**src/hdl/ym_op_pkg.sv**
```systemverilog
package ym_op_pkg;

	typedef logic [9:0] phase_t;
	typedef logic [7:0] qidx_t;
	typedef logic [9:0] eg_att_t;
	typedef logic [11:0] logsin_t;
	// Bit 12 set means the log attenuation ran past full scale
	typedef logic [12:0] att_sum_t;
	typedef logic signed [13:0] op_out_t;

	localparam int LOGSIN_ROW_W = 46;
	localparam int EXP_ROW_W = 48;

	// Phase and logsin take one cycle each, exp takes three
	localparam int OP_LATENCY = 5;

	// Log-sine rows, addressed by quarter-wave index bits 5:1
	localparam logic [LOGSIN_ROW_W-1:0] LOGSIN_ROM [0:31] = '{
		46'b1110011111010001110111100110011001110101111010,
		46'b1011010110110011110111011000011100110000011010,
		46'b1010010111110101100010001011110001010100001010,
		46'b1010000101011111111100100101011100010010010011,
		46'b1010000100011011011001011110010001110010101001,
		46'b0111010101011011001001100100010000110100110010,
		46'b0111010100011001001100011010011100010000101001,
		46'b0111000101010101010100101000110000010010010001,
		46'b0111000100000100101111110111011101010010111011,
		46'b0111000100000000101111000101010101010101111001,
		46'b0100110111001100110110110111110001010111110000,
		46'b0100110111001000110010111100101010001100010111,
		46'b0100110110001100010011011010111110110100011000,
		46'b0100110110001000001011101000001010111011111011,
		46'b0100100111001100001011011000001001011000011011,
		46'b0100100111000100010000101110001101001011111110,
		46'b0100100111000000010000011101000110101110010111,
		46'b0100100010010100101001101111110110100101100100,
		46'b0100100010010100100001001111000001111110100010,
		46'b0100100010010000100001011100100000111001111011,
		46'b0001110001011100111000111110100011001001110111,
		46'b0001110001011100110000011011100100001010100111,
		46'b0001110001011000101000111001100101011001101010,
		46'b0001110001011000000001110010101110001101110111,
		46'b0001110000011100001001010011101000101111001111,
		46'b0001110000010100011001100001001011001110100101,
		46'b0001110000010100010001100000001000101110100111,
		46'b0001110000010000011000000011101010001110010110,
		46'b0001110000010000000000110011001001001100100111,
		46'b0001100001010100001000110000101011001100000110,
		46'b0001100001010100001000000001001001001100010100,
		46'b0001100001000100100001000010101010101000100101
	};

endpackage

```
**src/hdl/ym_op_phase.sv**
```systemverilog
module ym_op_phase
	import ym_op_pkg::*;
	(
	input  logic    mclk_i,
	input  logic    rst_i,
	input  logic    valid_i,
	input  phase_t  phase_i,
	input  phase_t  mod_i,
	input  eg_att_t eg_att_i,
	output logic    valid_o,
	output qidx_t   qidx_o,
	output logic    sign_o,
	output eg_att_t eg_att_o
	);

	phase_t phase_sum;
	phase_t phase_sum_q;
	eg_att_t eg_att_q;
	logic valid_q;

	// Wraps modulo 1024
	assign phase_sum = phase_i + mod_i;

	always_ff @(posedge mclk_i)
	begin
		if (rst_i)
			valid_q <= 1'b0;
		else
			valid_q <= valid_i;
	end

	always_ff @(posedge mclk_i)
	begin
		phase_sum_q <= phase_sum;
		eg_att_q <= eg_att_i;
	end

	// Second quarter of each half wave runs the table backwards
	assign qidx_o = phase_sum_q[7:0] ^ {8{phase_sum_q[8]}};
	assign sign_o = phase_sum_q[9];
	assign eg_att_o = eg_att_q;
	assign valid_o = valid_q;

endmodule

```
**src/hdl/ym_op_logsin.sv**
```systemverilog
module ym_op_logsin
	import ym_op_pkg::*;
	(
	input  logic    mclk_i,
	input  logic    rst_i,
	input  logic    valid_i,
	input  qidx_t   qidx_i,
	input  logic    sign_i,
	input  eg_att_t eg_att_i,
	output logic    valid_o,
	output logsin_t logsin_o,
	output logic    sign_o,
	output eg_att_t eg_att_o
	);

	logic [LOGSIN_ROW_W-1:0] row;
	logic [18:0] row_sel;
	logic [18:0] row_sel_q;
	logic idx_lsb_q;
	logic sign_q;
	eg_att_t eg_att_q;
	logic valid_q;
	logic [10:0] sin_base;
	logic [7:0] sin_delta;

	assign row = LOGSIN_ROM[qidx_i[5:1]];

	// Upper index bits pick which interleaved column group feeds each field bit
	always_comb
	begin
		case (qidx_i[7:6])
			2'd0: row_sel = {row[45], row[44], row[42], row[40], row[39], row[36], row[35],
				row[32], row[31], row[27], row[26], row[22], row[21], row[17], row[15],
				row[11], row[8], row[4], row[0]};
			2'd1: row_sel = {2'b0, row[43], row[41], 1'b0, row[37], 1'b0, row[33], 1'b0,
				row[28], 1'b0, row[23], 1'b0, row[18], row[16], row[12], row[9], row[5],
				row[1]};
			2'd2: row_sel = {5'b0, row[38], 1'b0, row[34], 1'b0, row[29], 1'b0, row[24],
				1'b0, row[19], 1'b0, row[13], row[10], row[6], row[2]};
			default: row_sel = {9'b0, row[30], 1'b0, row[25], 1'b0, row[20], 1'b0, row[14],
				1'b0, row[7], row[3]};
		endcase
	end

	always_ff @(posedge mclk_i)
	begin
		if (rst_i)
			valid_q <= 1'b0;
		else
			valid_q <= valid_i;
	end

	always_ff @(posedge mclk_i)
	begin
		row_sel_q <= row_sel;
		idx_lsb_q <= qidx_i[0];
		sign_q <= sign_i;
		eg_att_q <= eg_att_i;
	end

	// Base and delta bits are interleaved in the selected column
	assign sin_base = {row_sel_q[18:15], row_sel_q[13], row_sel_q[11], row_sel_q[9],
		row_sel_q[7], row_sel_q[5], row_sel_q[3], row_sel_q[1]};

	// Odd entries sit on the table row, even entries interpolate
	assign sin_delta = idx_lsb_q ? 8'h00 : {row_sel_q[14], row_sel_q[12], row_sel_q[10],
		row_sel_q[8], row_sel_q[6], row_sel_q[4], row_sel_q[2], row_sel_q[0]};

	assign logsin_o = logsin_t'(sin_base) + logsin_t'({sin_delta[7], sin_delta});
	assign sign_o = sign_q;
	assign eg_att_o = eg_att_q;
	assign valid_o = valid_q;

endmodule

```
**src/hdl/ym_op_exp.sv**
```systemverilog
module ym_op_exp
	import ym_op_pkg::*;
	(
	input  logic    mclk_i,
	input  logic    rst_i,
	input  logic    valid_i,
	input  logsin_t logsin_i,
	input  logic    sign_i,
	input  eg_att_t eg_att_i,
	output logic    valid_o,
	output op_out_t out_o
	);

	// Everything after the phase and logsin registers
	localparam int EXP_DEPTH = OP_LATENCY - 2;

	logic [EXP_DEPTH-1:0] valid_q;
	att_sum_t att_sum;
	logic [11:0] att_clamp;
	logic [11:0] att_clamp_q;
	logic sign_a_q;
	logic [7:0] exp_idx;
	logic [EXP_ROW_W-1:0] exp_row;
	logic [12:0] exp_sel;
	logic [12:0] exp_sel_q;
	logic exp_lsb_q;
	logic [3:0] shift_q;
	logic sign_b_q;
	logic [9:0] mant_base;
	logic [2:0] mant_delta;
	logic [9:0] mant;
	logic [12:0] shift1;
	logic [12:0] shift2;
	logic [13:0] magnitude;
	logic [13:0] sample;
	op_out_t out_q;

	assign att_sum = att_sum_t'(logsin_i) + att_sum_t'({eg_att_i, 2'b00});
	// Overflow pins at full attenuation, inversion turns attenuation into level
	assign att_clamp = ~(att_sum[12] ? 12'hfff : att_sum[11:0]);

	assign exp_idx = att_clamp_q[7:0];

	always_comb
	begin
		case (exp_idx[5:1])
			5'h00: exp_row = 48'b100101110001011001000110011000000011101010110000;
			5'h01: exp_row = 48'b100101110101001000100001011101001001000100000000;
			5'h02: exp_row = 48'b100101110101001000100111111001010011001110111011;
			5'h03: exp_row = 48'b100101110111000001011000011001010011101010110001;
			5'h04: exp_row = 48'b100101110111010000011011011100011001000110010000;
			5'h05: exp_row = 48'b100101110111010100101100111100001001001010011010;
			5'h06: exp_row = 48'b100101110111010111100011011000000011101110111000;
			5'h07: exp_row = 48'b100101110111011111010100111001000011000010101010;
			5'h08: exp_row = 48'b101100110011001110010011111001001011100010110001;
			5'h09: exp_row = 48'b101100110011001111111001011000010011001111110011;
			5'h0a: exp_row = 48'b101110100010001011101110111000010011101010110101;
			5'h0b: exp_row = 48'b111010000000010010001001111101011001000110010101;
			5'h0c: exp_row = 48'b111010000000110000010110011001011011100011110101;
			5'h0d: exp_row = 48'b111010000000110001110101111000000011011110110011;
			5'h0e: exp_row = 48'b111010000100100100101010011000000011111010110001;
			5'h0f: exp_row = 48'b111010000100101100001101011001001011010110110111;
			5'h10: exp_row = 48'b111010000100101101011010111101001001110011010101;
			5'h11: exp_row = 48'b111010000100111110110000011100110001001110010011;
			5'h12: exp_row = 48'b111010000100111110110111111100110101101001010001;
			5'h13: exp_row = 48'b111010000111110011000000111001111011001110111101;
			5'h14: exp_row = 48'b111010000111110011001111011101111001110010011011;
			5'h15: exp_row = 48'b111011000011100010111100111100110001110110010101;
			5'h16: exp_row = 48'b111011001011000001110011011101110001010111010100;
			5'h17: exp_row = 48'b111011001011001101000110111101000001101011011010;
			5'h18: exp_row = 48'b111011001011011100100101111100001001001111011110;
			5'h19: exp_row = 48'b111011001011011101111010011111001000011011000000;
			5'h1a: exp_row = 48'b111011101001010101011101111101000001111111011101;
			5'h1b: exp_row = 48'b111011111100000010000110011100100101000001011011;
			5'h1c: exp_row = 48'b111011111100000011100001111101100101000001010110;
			5'h1d: exp_row = 48'b111011111100000011110110111101101001110111011010;
			5'h1e: exp_row = 48'b111011111100011010011111011000001011100010110011;
			default: exp_row = 48'b111011111100011111101000111101000001000110011101;
		endcase
	end

	always_comb
	begin
		case (exp_idx[7:6])
			2'd0: exp_sel = {2'b0, exp_row[39], exp_row[35], exp_row[31], exp_row[27],
				exp_row[23], exp_row[19], exp_row[15], exp_row[12], exp_row[8], exp_row[4],
				exp_row[0]};
			2'd1: exp_sel = {1'b0, exp_row[43], exp_row[40], exp_row[36], exp_row[32],
				exp_row[28], exp_row[24], exp_row[20], exp_row[16], exp_row[13], exp_row[9],
				exp_row[5], exp_row[1]};
			2'd2: exp_sel = {exp_row[46], exp_row[44], exp_row[41], exp_row[37], exp_row[33],
				exp_row[29], exp_row[25], exp_row[21], exp_row[17], 1'b0, exp_row[10],
				exp_row[6], exp_row[2]};
			default: exp_sel = {exp_row[47], exp_row[45], exp_row[42], exp_row[38],
				exp_row[34], exp_row[30], exp_row[26], exp_row[22], exp_row[18], exp_row[14],
				exp_row[11], exp_row[7], exp_row[3]};
		endcase
	end

	// Mantissa with interpolation, implied leading one added by the shifter
	assign mant_base = {exp_sel_q[12:6], exp_sel_q[4], exp_sel_q[2], exp_sel_q[0]};
	assign mant_delta = exp_lsb_q ? {exp_sel_q[5], exp_sel_q[3], exp_sel_q[1]} : 3'd0;
	assign mant = mant_base + 10'(mant_delta);

	always_comb
	begin
		case (shift_q[1:0])
			2'd3: shift1 = {1'b1, mant, 2'b00};
			2'd2: shift1 = {1'b0, 1'b1, mant, 1'b0};
			2'd1: shift1 = {2'b0, 1'b1, mant};
			default: shift1 = {3'b0, 1'b1, mant[9:1]};
		endcase
		case (shift_q[3:2])
			2'd3: shift2 = shift1;
			2'd2: shift2 = {4'b0, shift1[12:4]};
			2'd1: shift2 = {8'b0, shift1[12:8]};
			default: shift2 = '0;
		endcase
	end

	assign magnitude = {1'b0, shift2};
	assign sample = (magnitude ^ {14{sign_b_q}}) + 14'(sign_b_q);

	always_ff @(posedge mclk_i)
	begin
		if (rst_i)
		begin
			valid_q <= '0;
			out_q <= '0;
		end
		else
		begin
			valid_q <= {valid_q[EXP_DEPTH-2:0], valid_i};
			// Output holds its last sample between valid strobes
			if (valid_q[EXP_DEPTH-2])
				out_q <= sample;
		end
	end

	always_ff @(posedge mclk_i)
	begin
		att_clamp_q <= att_clamp;
		sign_a_q <= sign_i;
		exp_sel_q <= exp_sel;
		exp_lsb_q <= exp_idx[0];
		shift_q <= att_clamp_q[11:8];
		sign_b_q <= sign_a_q;
	end

	assign valid_o = valid_q[EXP_DEPTH-1];
	assign out_o = out_q;

endmodule

```
**src/hdl/ym_op_core.sv**
```systemverilog
module ym_op_core
	import ym_op_pkg::*;
	(
	input  logic    mclk_i,
	input  logic    rst_i,
	input  logic    valid_i,
	input  phase_t  phase_i,
	input  phase_t  mod_i,
	input  eg_att_t eg_att_i,
	output logic    valid_o,
	output op_out_t out_o
	);

	logic ph_valid;
	qidx_t ph_qidx;
	logic ph_sign;
	eg_att_t ph_eg_att;

	logic ls_valid;
	logsin_t ls_logsin;
	logic ls_sign;
	eg_att_t ls_eg_att;

	ym_op_phase u_phase
		(
		.mclk_i(mclk_i),
		.rst_i(rst_i),
		.valid_i(valid_i),
		.phase_i(phase_i),
		.mod_i(mod_i),
		.eg_att_i(eg_att_i),
		.valid_o(ph_valid),
		.qidx_o(ph_qidx),
		.sign_o(ph_sign),
		.eg_att_o(ph_eg_att)
		);

	ym_op_logsin u_logsin
		(
		.mclk_i(mclk_i),
		.rst_i(rst_i),
		.valid_i(ph_valid),
		.qidx_i(ph_qidx),
		.sign_i(ph_sign),
		.eg_att_i(ph_eg_att),
		.valid_o(ls_valid),
		.logsin_o(ls_logsin),
		.sign_o(ls_sign),
		.eg_att_o(ls_eg_att)
		);

	ym_op_exp u_exp
		(
		.mclk_i(mclk_i),
		.rst_i(rst_i),
		.valid_i(ls_valid),
		.logsin_i(ls_logsin),
		.sign_i(ls_sign),
		.eg_att_i(ls_eg_att),
		.valid_o(valid_o),
		.out_o(out_o)
		);

endmodule

```
**config.mk**
```make
export PLATFORM = sky130hd
export DESIGN_NAME = ym_op_core
export DESIGN_NICKNAME = d
export VERILOG_FILES = /design/src/hdl/ym_op_pkg.sv /design/src/hdl/ym_op_phase.sv /design/src/hdl/ym_op_logsin.sv /design/src/hdl/ym_op_exp.sv /design/src/hdl/ym_op_core.sv
export SDC_FILE = /design/constraint.sdc
export NUM_CORES = 1
export LEC_CHECK = 0
export ABC_CLOCK_PERIOD_IN_PS = 5180
export BUFFER_PORTS_ARGS = -buffer_cell sky130_fd_sc_hd__buf_4
export CAP_MARGIN = 30
export CORE_ASPECT_RATIO = 1.2
export CORE_MARGIN = 3
export CORE_UTILIZATION = 45
export DETAILED_ROUTE_END_ITERATION = 12
export HOLD_SLACK_MARGIN = 0.06
export PLACE_DENSITY_LB_ADDON = 0.12
export SYNTH_ARGS = -nofsm -noshare
export SYNTH_HDL_FRONTEND = slang
export SYNTH_SLANG_ARGS = --single-unit
```
**constraint.sdc**
```tcl
create_clock -name mclk_i -period 5.18 [get_ports mclk_i]
set_input_delay 0.777 -clock mclk_i [delete_from_list [all_inputs] [get_ports mclk_i]]
set_output_delay 0.777 -clock mclk_i [all_outputs]
set_load 0.01 [all_outputs]
```
# Word level (Yosys, flattened, before mapping)
# Memory sizes are Yosys's and may differ from the RTL's. A register that Yosys moved wholly into a read port is not among the register bits.
# Cells that the tools add are included.
# op_classes
add_sub_neg	5
n_lt_le_gt_ge	1
n_eq_ne	10
muxes	9
bitwise	4
reduce_logical	2
# ops
cell	count
13-bit one-hot mux with 3 select lines	3
46-bit two-way mux	2
19-bit one-hot mux with 3 select lines	1
14-bit by 1-bit adder with 14-bit output	1
13-bit by 14-bit XOR with 14-bit output	1
12-bit by 12-bit adder with 13-bit output	1
11-bit by 9-bit adder with 12-bit output	1
2-bit == test, second input constant	6
12-bit two-way mux	1
12-bit NOT	1
10-bit adder	1
10-bit by 3-bit adder with 10-bit output	1
2-bit by 1-bit == test with 1-bit output, second input constant	4
8-bit two-way mux	1
8-bit XOR	1
6-bit greater-or-equal comparator, second input constant	1
5-bit NOT with 6-bit output	1
2-bit zero test	2
3-bit two-way mux	1
# totals
register_bits	102
rom_bits	2912
input_bits	33
out_inout_bits	15
n_memories	2
# mem_list
memory	words	width	read_ports	rd_clocked_by_memory_dff	wr	line_no	rtl
(no name shown)	32	46	1	0	0	ym_op_logsin.sv:26	assign row = LOGSIN_ROM[qidx_i[5:1]];
(no name shown)	32	45	1	1	0	ym_op_exp.sv:46	case (exp_idx[5:1])

# Logic depth before layout (Yosys ltp)
# depth
depth_word	6
ltp_mapped	18

# Modules after synthesis
# Synthesis repeated with hierarchy kept, for this count alone.
# hier_totals
cells_unflattened	1239
area_unflattened_um2	9965.8
# modules_own_cells
mod	n_inst	cells_each	area_per_inst_um2
ym_op_exp	1	755	6088.3
ym_op_logsin	1	404	2971.6
ym_op_phase	1	80	905.9

# Least setup slack after synthesis
# OpenSTA, ideal clock, no wires.
# synth_path
path_type	register to register
from	register u_logsin.idx_lsb_q
to	register, netlist name u_exp.exp_row[11]
setup_ns	0.138
arrival_ns	4.125
required_time_ns	5.042
path_slack_ns	0.917
stages_incl_launch_ff	18
n_path_buf	3
synth_period_minus_slack_ns	4.263
cell_sequence	dfxtp_1 nor2b_1 fa_1 ha_1 a21o_1 a21oi_1 o21ai_0 a211oi_1 o31ai_1 clkbuf_1 nor2_1 inv_1 ha_1 clkbuf_1 clkbuf_1 nor2_1 a21oi_1 o221ai_1
# synth_via
elab_chain_len	5
# synth_lines
item	line_no	rtl
start: declaration	ym_op_logsin.sv:19	logic idx_lsb_q;
start signal: assignment	ym_op_logsin.sv:56	idx_lsb_q <= qidx_i[0];
8-bit two-way mux	ym_op_logsin.sv:66	assign sin_delta = idx_lsb_q ? 8'h00 : {row_sel_q[14], row_sel_q[12], row_sel_q[10],
11-bit by 9-bit adder with 12-bit output	ym_op_logsin.sv:69	assign logsin_o = logsin_t'(sin_base) + logsin_t'({sin_delta[7], sin_delta});
12-bit by 12-bit adder with 13-bit output	ym_op_exp.sv:38	assign att_sum = att_sum_t'(logsin_i) + att_sum_t'({eg_att_i, 2'b00});
12-bit two-way mux	ym_op_exp.sv:40	assign att_clamp = ~(att_sum[12] ? 12'hfff : att_sum[11:0]);
12-bit NOT	ym_op_exp.sv:40	
# Every way passes these cells.
# A chain may end at the register's enable or synchronous reset.

# Final worst setup path
# layout_path
from	register u_logsin.idx_lsb_q
to	register, netlist name u_exp.exp_row[23]
# layout_via
elab_chain_len	5
# layout_lines
item	line_no	rtl
8-bit two-way mux	ym_op_logsin.sv:66	
11-bit by 9-bit adder with 12-bit output	ym_op_logsin.sv:69	
12-bit by 12-bit adder with 13-bit output	ym_op_exp.sv:38	
12-bit two-way mux	ym_op_exp.sv:40	
12-bit NOT	ym_op_exp.sv:40	
named net u_exp.att_clamp[1]	ym_op_exp.sv:19	logic [11:0] att_clamp;
# The timed path passes the listed nets, and every way through them passes these cells.

==> results_dict.tcl <==
set metrics [dict create \
    status "completed" \
    insertion_delay_ns 0.42 \
    cp-end-kind "register" \
    clock.fmax_ghz 0.221 \
    critPathMaxFanout 23 \
    rrSetupSlack_ns 0.66 \
    r2r_cells 16 \
    maxCapViolations 0 \
    cts.sinks 141 \
    reg2reg_to "u_exp.exp_row[23]" \
    synth_top_cell_by_area "dfxtp_1" \
    crit_family "compound AO/OA/AOI/OAI gates" \
    synth_top_area_share_pct 30.0 \
    layout-drive-gt1-share_pct 12.5 \
    antenna_found_initial 0 \
    dieWidth_um 138 \
    maxSlewViolCount 0 \
    n_antenna_cell 0 \
    grt_max_degree 36 \
    seq_area_frac_synth_pct 30.0 \
    design.portCount 48 \
    die_area_um2 22700 \
    avgSynthCellArea_um2 8.13 \
    synthCells 1156 \
    cts_tree "built" \
    min_to "u_exp.shift_q[1]" \
    tns_ns 0 \
    fin_nets 1265 \
    slowest_delay_ns 0.49 \
    coreArea_um2 20400 \
    fin_crit_ns 4.52 \
    critical_path_class "register to register" \
    tightest_slew_ns 0.989 \
    async_flop_share_pct 0 \
    vias 8902 \
    worstHoldStart "u_exp.att_clamp_q[9]" \
    die_y_um 164 \
    fin_skew_ns 0.0104 \
    synth_most_common_cell "dfxtp_1" \
    hold_viol 0 \
    grtUsageTotal_pct 24.4 \
    portBuffers 47 \
    initial_core_util_pct 46.1 \
    clk_pin_slew_ns 0.06 \
    dp_hpwl_mm 19.9 \
    rsz0062_at_grt "no" \
    grt_pass1_wl_mm 43.8 \
    cp_cell_sequence "nor2b_1 > fa_1 > ha_1 > a21o_1 > a21oi_1 > o21ai_0 > a211oi_1 > o31ai_4 > nor2_1 > inv_1 > ha_1 > nor2_1 > a21oi_1 > o21ai_0 > nor4_1 > a311oi_1" \
    area_growth_pct 12.5 \
    fillCellCount 2032 \
    grt_pass1_vias 8597 \
    synth_top_cells_by_count "dfxtp_1 (141), nand2_1 (112), a21oi_1 (99), nor2_1 (99), o21ai_0 (81)" \
    finalCritPeriodShare_pct 87.3 \
    critical_path_buf_inv_count 1 \
    cts_resized 0 \
    slowest_stage "fa_1" \
    start_kind "register" \
    r2r-start "u_logsin.idx_lsb_q" \
    max-clock-path-buffers 2 \
    hp-class "register to register" \
    synth_top_cells_by_area "dfxtp_1 (30%), ha_1 (7.9%), a21oi_1 (5.3%)" \
    setup_viol 0 \
    drt-wirelength-per-cell_um 18.8 \
    maxSlewHeadroom_pct 32.2 \
    hold_buffers 0 \
    cp_data_arrival_time_ns 4.84 \
    drtPass1Iterations 5 \
    synth_cell_types 88 \
    grt_remaining_overflow 0 \
    synth_seq_cells 141 \
    ant_nets 0 \
    clock-root-buffer "clkbuf_16" \
    min_path_cells 0 \
    cts_setup_buffers 0 \
    cts_made_buffers 17 \
    viasPerCell 6.18 \
    drc 0 \
    yosys_warnings 0 \
    drtIter0Drc 768 \
    syn-num-nets 1258 \
    synth_edf_count 0 \
    ys.flop_type "dfxtp_1" \
    drt-total-wl_mm 27.2 \
    rows 57 \
    required_ns 5.50 \
    place_congestion 0.951 \
    syn_area_um2 9400 \
    htreeDepth 4 \
]
==> layout by cell type, fill, tap and decap left out, types with 9 or more instances in the layout <==
cell / instances
a21o_1: 10
buf_4: 72
mux2i_1: 13
a21oi_1: 99
mux4_2: 9
o21bai_1: 11
o22ai_1: 13
a31oi_1: 20
a2111oi_0: 9
xnor2_1: 35
nand3_1: 25
inv_1: 30
o21ai_0: 81
xor2_1: 11
nor2b_1: 22
nor2_1: 99
nand2_1: 112
o211ai_1: 20
nor3_1: 31
clkbuf_16: 17
a211oi_1: 21
fa_1: 10
ha_1: 59
and3_1: 11
nor4_1: 9
o221ai_1: 10
dfxtp_1: 141
nand2b_1: 11
==> metrics by stage <==
| stage | util, % | instances | hold slack [ns] | instance area, um2 | setup WS [ns] |
|---|---|---|---|---|---|
| after floorplan | - | 1156 | 0.310 | 9400 | 0.917 |
| after global placement | 48.9 | 1409 | 0.312 | 9980 | 0.624 |
| after detailed placement | 48.9 | 1409 | 0.315 | 9980 | 0.610 |
| after CTS | 51.9 | 1441 | 0.327 | 10600 | 0.595 |
| after global routing | 51.9 | 1441 | 0.338 | 10600 | 0.189 |
| final | 51.9 | 1441 | 0.326 | 10600 | 0.659 |
==> how the worst max path moves through the flow <==
stage | slack [ns] | startpoint | cells past startpoint | to
finish | 0.66 | u_logsin.idx_lsb_q | 16 | u_exp.exp_row[23]
global route | 0.19 | u_logsin.idx_lsb_q | 15 | u_exp.exp_row[17]
CTS | 0.60 | u_logsin.idx_lsb_q | 16 | u_exp.exp_row[1]
detailed placement | 0.61 | u_logsin.idx_lsb_q | 14 | u_exp.exp_row[1]
global placement | 0.62 | u_logsin.idx_lsb_q | 16 | u_exp.exp_row[1]
floorplan | 0.92 | u_logsin.idx_lsb_q | 17 | u_exp.exp_row[11]
==> logic make-up after synthesis <==
family | count (synthesis) | share of synthesized area, %
compound gates | 389 | 27.5
simple gates | 365 | 19.0
fa+ha+maj | 69 | 9.98
mux | 25 | 3.94
flops | 141 | 30.0
buf+inv | 117 | 4.87
xor+xnor | 50 | 4.66
==> worst reg2reg max path, delay by kind of cell (launching register included) <==
kind	cells	cell delay [ns]
buf+inv	1	0.18
flops	1	0.47
fa+ha+maj	3	1.16
simple gates	4	0.73
compound gates	8	1.88
==> state kept, by name, indices dropped and copies added (netlist names) <==
name	cells
u_phase.eg_att_o	10
u_exp.sign_b_q	1
u_logsin.eg_att_o	10
u_phase.phase_sum_q	10
u_exp.exp_sel_q	13
u_exp.exp_row	44
u_exp.valid_q	3
u_logsin.row_sel_q	19
u_logsin.sign_o	1
u_exp.exp_lsb_q	1
u_exp.att_clamp_q	7
u_exp.sign_a_q	1
u_exp.out_o	14
u_logsin.idx_lsb_q	1
u_phase.valid_o	1
u_exp.shift_q	4
u_logsin.valid_o	1
==> layout make-up <==
| class | instances | area (um2) | area share [%] |
|---|---|---|---|
| Multi-Input combinational cell | 898 | 6160 | 58.3 |
| Sequential cell | 141 | 2820 | 26.7 |
| Timing Repair Buffer | 72 | 541 | 5.11 |
| Clock buffer | 17 | 425 | 4.02 |
| Tap cell | 265 | 332 | 3.13 |
| Clock inverter | 15 | 171 | 1.62 |
| Inverter | 33 | 124 | 1.17 |
==> metal layers <==
metal	part of all wire [%]	wire length, um	global-route usage [%]	vias up
met1	40	10900	29.4	4186
met4	4.9	1320	13.3	0
met2	49	13400	40.5	353
met3	5.8	1580	4.93	100
met5	0	0	0	-
li1	-	-	-	4263
Power is left out: the tool's default activity adds up to more than one toggle a clock period on the data nets, which glitch-free logic cannot reach.
